### src/rtl/bla_pkg.sv
package bla_pkg;

	// One edge or three
	typedef enum logic {
		shape_line     = 1'b0,
		shape_triangle = 1'b1
	} shape_t;

	localparam int axil_addr_bits = 5;

	// Register byte offsets
	localparam logic [axil_addr_bits-1:0] addr_ctrl   = 5'h00;
	localparam logic [axil_addr_bits-1:0] addr_vert0  = 5'h04;
	localparam logic [axil_addr_bits-1:0] addr_vert1  = 5'h08;
	localparam logic [axil_addr_bits-1:0] addr_vert2  = 5'h0C;
	localparam logic [axil_addr_bits-1:0] addr_status = 5'h10;

	// Control register
	localparam int ctrl_start_bit = 0;
	localparam int ctrl_shape_bit = 1;

	// Status register with a write-one-to-clear done bit
	localparam int status_busy_bit = 0;
	localparam int status_done_bit = 1;

endpackage

### src/rtl/bla_axil_regs.sv
`timescale 1ns/1ps

module bla_axil_regs #(
	parameter int COORD_BITS = 8
) (
	input  logic                                clk,
	input  logic                                reset,
	input  logic [bla_pkg::axil_addr_bits-1:0]  s_awaddr,
	input  logic                                s_awvalid,
	output logic                                s_awready,
	input  logic [31:0]                         s_wdata,
	input  logic [3:0]                          s_wstrb,
	input  logic                                s_wvalid,
	output logic                                s_wready,
	output logic [1:0]                          s_bresp,
	output logic                                s_bvalid,
	input  logic                                s_bready,
	input  logic [bla_pkg::axil_addr_bits-1:0]  s_araddr,
	input  logic                                s_arvalid,
	output logic                                s_arready,
	output logic [31:0]                         s_rdata,
	output logic [1:0]                          s_rresp,
	output logic                                s_rvalid,
	input  logic                                s_rready,
	output logic                                start,
	output bla_pkg::shape_t                     shape,
	output logic [6*COORD_BITS-1:0]             coordinates,
	input  logic                                bla_done
);
	import bla_pkg::*;

	// y field starts at bit 8 of a vertex word
	localparam int y_lsb = 8;
	localparam logic [31:0] field_ones = (32'd1 << COORD_BITS) - 32'd1;
	localparam logic [31:0] vert_mask = field_ones | (field_ones << y_lsb);

	logic        wr_ready;
	logic        wr_en;
	logic        rd_en;
	logic [31:0] wmask;
	logic [31:0] vert_q [3];
	logic [31:0] rd_word;
	shape_t      shape_q;
	logic        busy;
	logic        done;
	logic        ctrl_wr;
	logic        start_wr;
	logic        done_clr;

	assign s_awready = wr_ready;
	assign s_wready  = wr_ready;
	assign s_bresp   = 2'b00;
	assign s_rresp   = 2'b00;

	assign wr_en    = wr_ready & s_awvalid & s_wvalid;
	assign rd_en    = s_arready & s_arvalid;
	assign ctrl_wr  = wr_en && (s_awaddr == addr_ctrl) && s_wstrb[0];
	assign start_wr = ctrl_wr && s_wdata[ctrl_start_bit] && !busy;
	assign done_clr = wr_en && (s_awaddr == addr_status) && s_wstrb[0]
		&& s_wdata[status_done_bit];

	always_comb
	begin
		for (int i = 0; i < 4; i++)
			wmask[8*i +: 8] = {8{s_wstrb[i]}};
	end

	always_ff @(posedge clk)
	begin
		if (reset)
		begin
			wr_ready  <= 1'b0;
			s_bvalid  <= 1'b0;
			s_arready <= 1'b0;
			s_rvalid  <= 1'b0;
			start     <= 1'b0;
			busy      <= 1'b0;
			done      <= 1'b0;
			shape_q   <= shape_line;
			for (int i = 0; i < 3; i++)
				vert_q[i] <= '0;
		end
		else
		begin
			wr_ready <= s_awvalid && s_wvalid && !wr_ready && !s_bvalid;
			if (wr_en)
				s_bvalid <= 1'b1;
			else if (s_bready)
				s_bvalid <= 1'b0;

			s_arready <= s_arvalid && !s_arready && !s_rvalid;
			if (rd_en)
				s_rvalid <= 1'b1;
			else if (s_rready)
				s_rvalid <= 1'b0;

			start <= start_wr;
			if (start_wr)
				busy <= 1'b1;
			else if (bla_done)
				busy <= 1'b0;
			// A new drawing clears the old done
			if (bla_done)
				done <= 1'b1;
			else if (start_wr || done_clr)
				done <= 1'b0;

			// Configuration is frozen while drawing
			if (ctrl_wr && !busy)
				shape_q <= shape_t'(s_wdata[ctrl_shape_bit]);
			for (int i = 0; i < 3; i++)
			begin
				if (wr_en && !busy && (s_awaddr == addr_vert0 + 5'(4 * i)))
					vert_q[i] <= ((vert_q[i] & ~wmask) | (s_wdata & wmask)) & vert_mask;
			end
		end
	end

	always_comb
	begin
		rd_word = '0;
		case (s_araddr)
			addr_ctrl:   rd_word[ctrl_shape_bit] = shape_q;
			addr_vert0:  rd_word = vert_q[0];
			addr_vert1:  rd_word = vert_q[1];
			addr_vert2:  rd_word = vert_q[2];
			addr_status:
			begin
				rd_word[status_busy_bit] = busy;
				rd_word[status_done_bit] = done;
			end
			default:     rd_word = '0;
		endcase
	end

	always_ff @(posedge clk)
	begin
		if (rd_en)
			s_rdata <= rd_word;
	end

	assign shape = shape_q;

	always_comb
	begin
		for (int i = 0; i < 3; i++)
		begin
			coordinates[2*i*COORD_BITS +: COORD_BITS]     = vert_q[i][COORD_BITS-1:0];
			coordinates[(2*i+1)*COORD_BITS +: COORD_BITS] = vert_q[i][y_lsb +: COORD_BITS];
		end
	end

	bvalid_after_write: assert property (@(posedge clk) disable iff (reset)
		$rose(s_bvalid) |-> $past(wr_en));

endmodule

### src/rtl/bla_top.sv
`timescale 1ns/1ps

module bla_top #(
	parameter int COORD_BITS = 8
) (
	input  logic                                clk,
	input  logic                                reset,
	input  logic [bla_pkg::axil_addr_bits-1:0]  s_awaddr,
	input  logic                                s_awvalid,
	output logic                                s_awready,
	input  logic [31:0]                         s_wdata,
	input  logic [3:0]                          s_wstrb,
	input  logic                                s_wvalid,
	output logic                                s_wready,
	output logic [1:0]                          s_bresp,
	output logic                                s_bvalid,
	input  logic                                s_bready,
	input  logic [bla_pkg::axil_addr_bits-1:0]  s_araddr,
	input  logic                                s_arvalid,
	output logic                                s_arready,
	output logic [31:0]                         s_rdata,
	output logic [1:0]                          s_rresp,
	output logic                                s_rvalid,
	input  logic                                s_rready,
	output logic                                pixel_valid,
	output logic [COORD_BITS-1:0]               pixel_x,
	output logic [COORD_BITS-1:0]               pixel_y,
	input  logic                                pixel_ready
);
	import bla_pkg::*;

	logic                    start;
	shape_t                  shape;
	logic [6*COORD_BITS-1:0] coordinates;
	logic                    bla_done;
	logic                    draw_en;
	logic                    draw_done;
	logic [COORD_BITS-1:0]   x0, y0, x1, y1;

	bla_axil_regs #(.COORD_BITS(COORD_BITS)) regs0 (
		.clk(clk), .reset(reset),
		.s_awaddr(s_awaddr), .s_awvalid(s_awvalid), .s_awready(s_awready),
		.s_wdata(s_wdata), .s_wstrb(s_wstrb), .s_wvalid(s_wvalid), .s_wready(s_wready),
		.s_bresp(s_bresp), .s_bvalid(s_bvalid), .s_bready(s_bready),
		.s_araddr(s_araddr), .s_arvalid(s_arvalid), .s_arready(s_arready),
		.s_rdata(s_rdata), .s_rresp(s_rresp), .s_rvalid(s_rvalid), .s_rready(s_rready),
		.start(start), .shape(shape), .coordinates(coordinates), .bla_done(bla_done)
	);

	bresenham_controller #(.COORD_BITS(COORD_BITS)) ctrl0 (
		.clk(clk), .reset(reset), .start(start), .shape(shape),
		.coordinates(coordinates), .draw_en(draw_en),
		.x0(x0), .y0(y0), .x1(x1), .y1(y1),
		.draw_done(draw_done), .bla_done(bla_done)
	);

	bresenham_line #(.COORD_BITS(COORD_BITS)) line0 (
		.clk(clk), .reset(reset), .draw_en(draw_en),
		.x0(x0), .y0(y0), .x1(x1), .y1(y1), .draw_done(draw_done),
		.pixel_valid(pixel_valid), .pixel_x(pixel_x), .pixel_y(pixel_y),
		.pixel_ready(pixel_ready)
	);

endmodule

### src/rtl/bresenham_controller.sv
`timescale 1ns/1ps

module bresenham_controller #(
	parameter int COORD_BITS = 8
) (
	input  logic                     clk,
	input  logic                     reset,
	input  logic                     start,
	input  bla_pkg::shape_t          shape,
	input  logic [6*COORD_BITS-1:0]  coordinates,
	output logic                     draw_en,
	output logic [COORD_BITS-1:0]    x0,
	output logic [COORD_BITS-1:0]    y0,
	output logic [COORD_BITS-1:0]    x1,
	output logic [COORD_BITS-1:0]    y1,
	input  logic                     draw_done,
	output logic                     bla_done
);
	import bla_pkg::*;

	typedef enum logic [1:0] {
		st_idle,
		st_draw,
		st_draw_wait,
		st_done
	} state_t;

	state_t state_q, state_d;
	logic [1:0] edge_q, edge_d;
	logic [1:0] src_idx, dst_idx;
	logic load;
	logic last_edge;
	logic [COORD_BITS-1:0] vx [3];
	logic [COORD_BITS-1:0] vy [3];

	always_comb
	begin
		for (int i = 0; i < 3; i++)
		begin
			vx[i] = coordinates[2*i*COORD_BITS +: COORD_BITS];
			vy[i] = coordinates[(2*i+1)*COORD_BITS +: COORD_BITS];
		end
	end

	assign last_edge = (shape == shape_line) || (edge_q == 2'd2);

	always_comb
	begin
		state_d = state_q;
		edge_d  = edge_q;
		load    = 1'b0;
		case (state_q)
			st_idle:
				if (start)
				begin
					state_d = st_draw;
					edge_d  = 2'd0;
					load    = 1'b1;
				end
			st_draw:
				state_d = st_draw_wait;
			st_draw_wait:
				if (draw_done)
				begin
					if (last_edge)
						state_d = st_done;
					else
					begin
						state_d = st_draw;
						edge_d  = edge_q + 2'd1;
						load    = 1'b1;
					end
				end
			default:
				state_d = st_idle;
		endcase
	end

	always_ff @(posedge clk)
	begin
		if (reset)
		begin
			state_q <= st_idle;
			edge_q  <= 2'd0;
		end
		else
		begin
			state_q <= state_d;
			edge_q  <= edge_d;
		end
	end

	// Edge order v0-v1, v0-v2, v1-v2
	assign src_idx = (edge_d == 2'd2) ? 2'd1 : 2'd0;
	assign dst_idx = (edge_d == 2'd0) ? 2'd1 : 2'd2;

	// Endpoints keep their last value between edges
	always_ff @(posedge clk)
	begin
		if (load)
		begin
			x0 <= vx[src_idx];
			y0 <= vy[src_idx];
			x1 <= vx[dst_idx];
			y1 <= vy[dst_idx];
		end
	end

	assign draw_en  = (state_q == st_draw);
	assign bla_done = (state_q == st_done);

	done_in_wait: assert property (@(posedge clk) disable iff (reset)
		draw_done |-> state_q == st_draw_wait);

	draw_en_single: assert property (@(posedge clk) disable iff (reset)
		draw_en |=> !draw_en);

endmodule

### src/rtl/bresenham_line.sv
`timescale 1ns/1ps

module bresenham_line #(
	parameter int COORD_BITS = 8
) (
	input  logic                   clk,
	input  logic                   reset,
	input  logic                   draw_en,
	input  logic [COORD_BITS-1:0]  x0,
	input  logic [COORD_BITS-1:0]  y0,
	input  logic [COORD_BITS-1:0]  x1,
	input  logic [COORD_BITS-1:0]  y1,
	output logic                   draw_done,
	output logic                   pixel_valid,
	output logic [COORD_BITS-1:0]  pixel_x,
	output logic [COORD_BITS-1:0]  pixel_y,
	input  logic                   pixel_ready
);
	// Room for twice the error plus sign
	localparam int err_bits = COORD_BITS + 3;

	logic [COORD_BITS-1:0] end_x, end_y;
	logic [COORD_BITS-1:0] dx, dy;
	logic [COORD_BITS-1:0] dx_in, dy_in;
	logic x_neg, y_neg;
	logic signed [err_bits-1:0] err, err_next, e2;
	logic signed [err_bits-1:0] dx_s, dy_s;
	logic signed [err_bits-1:0] err_init;
	logic step_x, step_y;
	logic accept, at_end;

	assign accept = pixel_valid & pixel_ready;
	assign at_end = (pixel_x == end_x) && (pixel_y == end_y);

	assign dx_in = (x1 < x0) ? x0 - x1 : x1 - x0;
	assign dy_in = (y1 < y0) ? y0 - y1 : y1 - y0;
	assign err_init = {{(err_bits-COORD_BITS){1'b0}}, dx_in}
		- {{(err_bits-COORD_BITS){1'b0}}, dy_in};

	assign dx_s = {{(err_bits-COORD_BITS){1'b0}}, dx};
	assign dy_s = {{(err_bits-COORD_BITS){1'b0}}, dy};

	// Step decision for the current pixel
	always_comb
	begin
		e2 = err <<< 1;
		step_x = (e2 >= -dy_s);
		step_y = (e2 <= dx_s);
		err_next = err;
		if (step_x)
			err_next = err_next - dy_s;
		if (step_y)
			err_next = err_next + dx_s;
	end

	always_ff @(posedge clk)
	begin
		if (draw_en)
		begin
			pixel_x <= x0;
			pixel_y <= y0;
			end_x   <= x1;
			end_y   <= y1;
			dx      <= dx_in;
			dy      <= dy_in;
			x_neg   <= (x1 < x0);
			y_neg   <= (y1 < y0);
			err     <= err_init;
		end
		else if (accept && !at_end)
		begin
			if (step_x)
				pixel_x <= x_neg ? pixel_x - 1'b1 : pixel_x + 1'b1;
			if (step_y)
				pixel_y <= y_neg ? pixel_y - 1'b1 : pixel_y + 1'b1;
			err <= err_next;
		end
	end

	always_ff @(posedge clk)
	begin
		if (reset)
		begin
			pixel_valid <= 1'b0;
			draw_done   <= 1'b0;
		end
		else
		begin
			// Pulse once the endpoint is taken
			draw_done <= accept && at_end;
			if (draw_en)
				pixel_valid <= 1'b1;
			else if (accept && at_end)
				pixel_valid <= 1'b0;
		end
	end

	pixel_hold: assert property (@(posedge clk) disable iff (reset)
		(pixel_valid && !pixel_ready) |=>
			(pixel_valid && $stable(pixel_x) && $stable(pixel_y)));

endmodule

### config.mk
export PLATFORM = sky130hd
export DESIGN_NAME = bla_top
export DESIGN_NICKNAME = d
export VERILOG_FILES = /design/src/rtl/bla_pkg.sv /design/src/rtl/bla_axil_regs.sv /design/src/rtl/bla_top.sv /design/src/rtl/bresenham_controller.sv /design/src/rtl/bresenham_line.sv
export SDC_FILE = /design/constraint.sdc
export NUM_CORES = 1
export LEC_CHECK = 0
export BUFFER_PORTS_ARGS = -buffer_cell sky130_fd_sc_hd__buf_2
export CAP_MARGIN = 25
export CORE_MARGIN = 8
export CORE_UTILIZATION = 34
export CTS_CLUSTER_SIZE = 12
export DETAILED_ROUTE_END_ITERATION = 10
export GPL_ROUTABILITY_DRIVEN = 0
export PLACE_DENSITY = 0.53
export SYNTH_ARGS = -nofsm -noshare
export SYNTH_HDL_FRONTEND = slang
export SYNTH_SLANG_ARGS = --single-unit
### constraint.sdc
create_clock -name clk -period 4.8 [get_ports clk]
set_input_delay 0.24 -clock clk [delete_from_list [all_inputs] [get_ports clk]]
set_output_delay 0.24 -clock clk [all_outputs]
set_load 0.1 [all_outputs]
==> results.md <==
Worst hold path:
- The destination of the worst hold path is regs0.s_awready.
- The critical hold path startpoint is s_awvalid.
- In this run the worst hold path is classified as in2reg.
- Counting instances, the worst hold path has a depth of 3.

Global routing:
- The first-pass GRT wire length is 42400 µm.
- The number of antenna violations at the first check in global routing is 0.
- The all-layer global routing usage is 0.138.
- The number of global-route vias before repair is 7713.
- Entering global routing, the biggest net connects 49 pins.
- The total congestion overflow is 0.

Clocking:
- The clock passes through at most 2 buffers.
- The number of CTS-inserted buffers is 17.
- The later pin in the worst-skew pair is clocked with a latency of 0.45 ns.
- The number of levels the H-tree was split into is 4.
- TritonCTS built the clock tree.
- The number of hold buffers added after cts is 0.
- The number of sinks on the clock net is 170.
- After clock tree synthesis, the clock-pin slew on the worst setup and hold paths is 0.08 ns.
- The buffer cell driving the clock tree root is clkbuf_16.

Setup path:
- In this run the critical register-to-register path is launched from line0.dy[1].
- The required arrival time at the worst endpoint is 5.09 ns.
- The worst register-to-register path ends at line0.err[9].
- The worst setup path is captured at a flip-flop.
- The startpoint-to-endpoint class of the critical path is reg2reg.
- The number of cells on the worst reg-to-reg path is 19.
- The worst setup path is launched from a flip-flop.
- For flop-to-flop paths, the worst setup slack is 0.36 ns.
- In this run the worst path has a maximum fanout of 4.
- STA puts the critical path data arrival time at 4.73 ns.

Power and ir drop:
- Power spread over the standard cell area amounts to 265 nW/µm².
- Across the VDD grid, the largest voltage drop is 0.230 mV.
- The analysis attributes to cell leakage a power of 4.96 nW.

STA:
- The worst-margin pin slew is 0.999 ns.
- The max-slew headroom at the worst pin is 0.334.
- The worst-case setup margin in the final layout is 0.356 ns.
- Dividing the final minimum period by the clock period gives 0.926.
- The clock skew after layout is 0.0278 ns.
- The final count of pins violating max slew is 0.
- The worst path needs 4.44 ns of the cycle, external delays included.
- Setup repair after global routing left no endpoint under its margin.
- Setup violations remaining at the end of the flow were counted as 0.
- The achievable frequency is 225 MHz.
- In the final timing run, aggregate negative setup slack is 0 ns.
- The final number of hold-violating endpoints is 0.

Detailed routing:
- Dividing the detail-routed via count by the number of cells gives 5.02.
- The number of vias in the routed layout is 7654.
- The total detailed-routing wirelength is 26600 µm.
- The wire length per cell after detailed routing is 17.4 µm.
- The first-iteration detailed-routing DRC count is 491.
- The count of nets left with antenna violations once routing finished came out at 0.
- In the routed design, unresolved DRC markers number 0.
- The total iterations of the first detailed-routing run is 7.

Cells and area:
- In the final layout, the share of cells above drive strength 1 is 0.174.
- The area of combinational cells with multiple inputs is 5520 µm².
- The sequential cell area is 4960 µm².
- 0 antenna diodes ended up in the layout.
- Counting the fill cells in the layout gives 3175.
- The top cell types in the final layout, fill and taps aside, are edfxtp_1 (156), a21oi_1 (104), ha_1 (84).
- The net count of the finished layout is 1253.
- The most common cell after layout, fill and taps aside is edfxtp_1.
- The post-synthesis to final-layout area growth is 13.2%.

Placement:
- The count of input and output buffers is 73.
- Summed over all nets, the half-perimeter wirelength after detailed placement is 19500 µm.
- The worst-case setup slack after placement is 0.152 ns.

Floorplan:
- In this run the core area contains 66 standard-cell rows.
- The floorplan step set the die width to 196 µm.
- The full die area is 38300 µm².
- For this configuration, the core starts out at a cell density of 0.341.
- The count of boundary I/O pins is 112.
- The core region is 32200 µm².
- The vertical extent of the die is 196 µm.

Synthesis:
- Counting flops and latches in the post-synthesis netlist gives 170.
- The fraction of synthesis flops using an asynchronous set or reset pin is 0.
- The average instance in the mapped netlist occupies 10.6 µm².
- For this run, the leading register cell type out of synthesis is edfxtp_1.
- In the post-synthesis netlist, the biggest area contributors are edfxtp_1 (43%), ha_1 (9.7%), mux2_2 (5.5%), a21oi_1 (4.7%), nand2b_1 (3.4%).
- The Yosys step of the flow raised 0 warnings.
- The share of the Yosys chip area taken by registers is 0.452.
- In this run, distinct cell masters in the synthesized netlist total 72.
- The area share of the largest cell type after synthesis is 0.427.
- The dominant cell type by area after synthesis is edfxtp_1.
- The post-synthesis instance total is 1032.
- The synthesized cell area is 11000 µm².
- The number of enable flip-flop cells after synthesis is 156.

Status:
- The flow ran to the end, and the final reports show no timing, DRC or antenna violations.

Run:
- The total of max-cap violations is 0.
==> sequential cells by signal, summed over array words and instances, names as in the netlist, 2 cells and up <==
signal and count:
ctrl0.edge_q 2, ctrl0.state_q 2, ctrl0.x0 8, ctrl0.x1 8
ctrl0.y0 8, ctrl0.y1 8, line0.dx 8, line0.dy 8
line0.end_x 8, line0.end_y 8, line0.err 10, line0.pixel_x 8
line0.pixel_y 8, regs0.s_rdata 16, regs0.vert_q 48
==> per-layer routing <==
layer,GRT usage,wire [µm]
met1,0.177,12400
met2,0.235,12900
met3,0.0260,866
met4,0.0410,484
met5,0,0
==> synth_stat cells (3+ instances only) <==
| library cell | count |
|---|---|
| buf_4 | 21 |
| a211oi_1 | 11 |
| nand2b_1 | 59 |
| nand4_1 | 4 |
| xnor2_1 | 24 |
| a31oi_1 | 6 |
| edfxtp_1 | 156 |
| and2_1 | 7 |
| xor2_1 | 32 |
| nor2_1 | 75 |
| nor4_1 | 5 |
| nor3_1 | 16 |
| nor2b_1 | 15 |
| nor3b_1 | 4 |
| a21o_1 | 8 |
| a21oi_1 | 104 |
| a22oi_1 | 17 |
| or3_1 | 4 |
| inv_1 | 81 |
| nand2_1 | 40 |
| o21a_1 | 21 |
| ha_1 | 85 |
| o31ai_1 | 3 |
| o21ai_0 | 42 |
| mux2_2 | 54 |
| o2111ai_1 | 3 |
| o211ai_1 | 7 |
| a21boi_0 | 6 |
| dfxtp_1 | 14 |
| nand3_1 | 8 |
| fa_1 | 9 |
| o211a_1 | 3 |
| mux2i_1 | 10 |
| clkbuf_1 | 29 |
==> how the worst max path moves through the flow <==
stage / from / cells past startpoint / slack, ns / end
2_1_floorplan: line0.dy[2] / 20 / 0.01 / line0.err[8]
3_3_place_gp: line0.dy[0] / 20 / 0.13 / line0.err[8]
3_5_place_dp: line0.dy[2] / 20 / 0.15 / line0.err[8]
4_1_cts: line0.dy[2] / 20 / 0.15 / line0.err[8]
5_1_grt: line0.dy[1] / 19 / 0.005 / line0.err[9]
6_report: line0.dy[1] / 19 / 0.36 / line0.err[9]
==> per-stage QoR <==
| stage | utilization | hold WS (ns) | std cells | power [mW] | area, µm² |
|---|---|---|---|---|---|
| after floorplan | - | 0.359 | 1051 | 1.84 | 11100 |
| after global placement | 0.366 | 0.420 | 1494 | 1.87 | 11800 |
| after detailed placement | 0.366 | 0.448 | 1494 | 1.87 | 11800 |
| after CTS | 0.385 | 0.0254 | 1526 | 3.32 | 12400 |
| after global routing | 0.386 | 0.0531 | 1526 | 3.39 | 12400 |
| final | 0.386 | 0.0438 | 1526 | 3.30 | 12400 |
==> power breakdown <==
group          switching, mW  internal (mW)  total (mW)
registers             0.0136           1.62        1.63
clock network          0.733          0.725        1.46
logic                  0.159         0.0469       0.206
total                  0.906           2.39        3.30
==> cells by family (layout without fill, tap and decap cells) <==
logic type      Yosys count  after routing  synth area share
compound gates          258            258             0.149
simple gates            249            249             0.115
flops                   170            170             0.452
buf+inv                 137            204            0.0556
fa+ha+maj                94             94             0.113
mux                      66             66            0.0679
xor+xnor                 57             57            0.0467
other cells               1             20          0.000342
==> critical path, stage by stage, from the launching register on <==
cell and delay, ns:
edfxtp_1 0.41, nor3_2 0.24, and3_1 0.22, nand2_1 0.08, nor2_1 0.12, xnor2_1 0.13
ha_1 0.26, a22oi_1 0.18, nand4b_1 0.17, o221ai_2 0.19, or2_2 0.18, mux2_2 0.39
ha_1 0.32, a211oi_2 0.26, o21ai_0 0.16, a211o_1 0.29, a21oi_1 0.15, a211oi_1 0.08
xnor3_1 0.35, o22ai_1 0.13
==> area by class of cell <==
cell class              count  share of cell area
inverters                  84              0.0256
clock inverters            15              0.0168
flip-flops and latches    170               0.399
well taps                 408              0.0411
clock buffers              17              0.0342
repair buffers             88              0.0385
multi-input cells         744               0.444
==> what timing repair did <==
item / CTS / global route
gates resized for setup: 0 / 5
setup endpoints to repair: 0 / 3
buffers inserted: 0 / 0
Power figures use the tool's default switching activity.
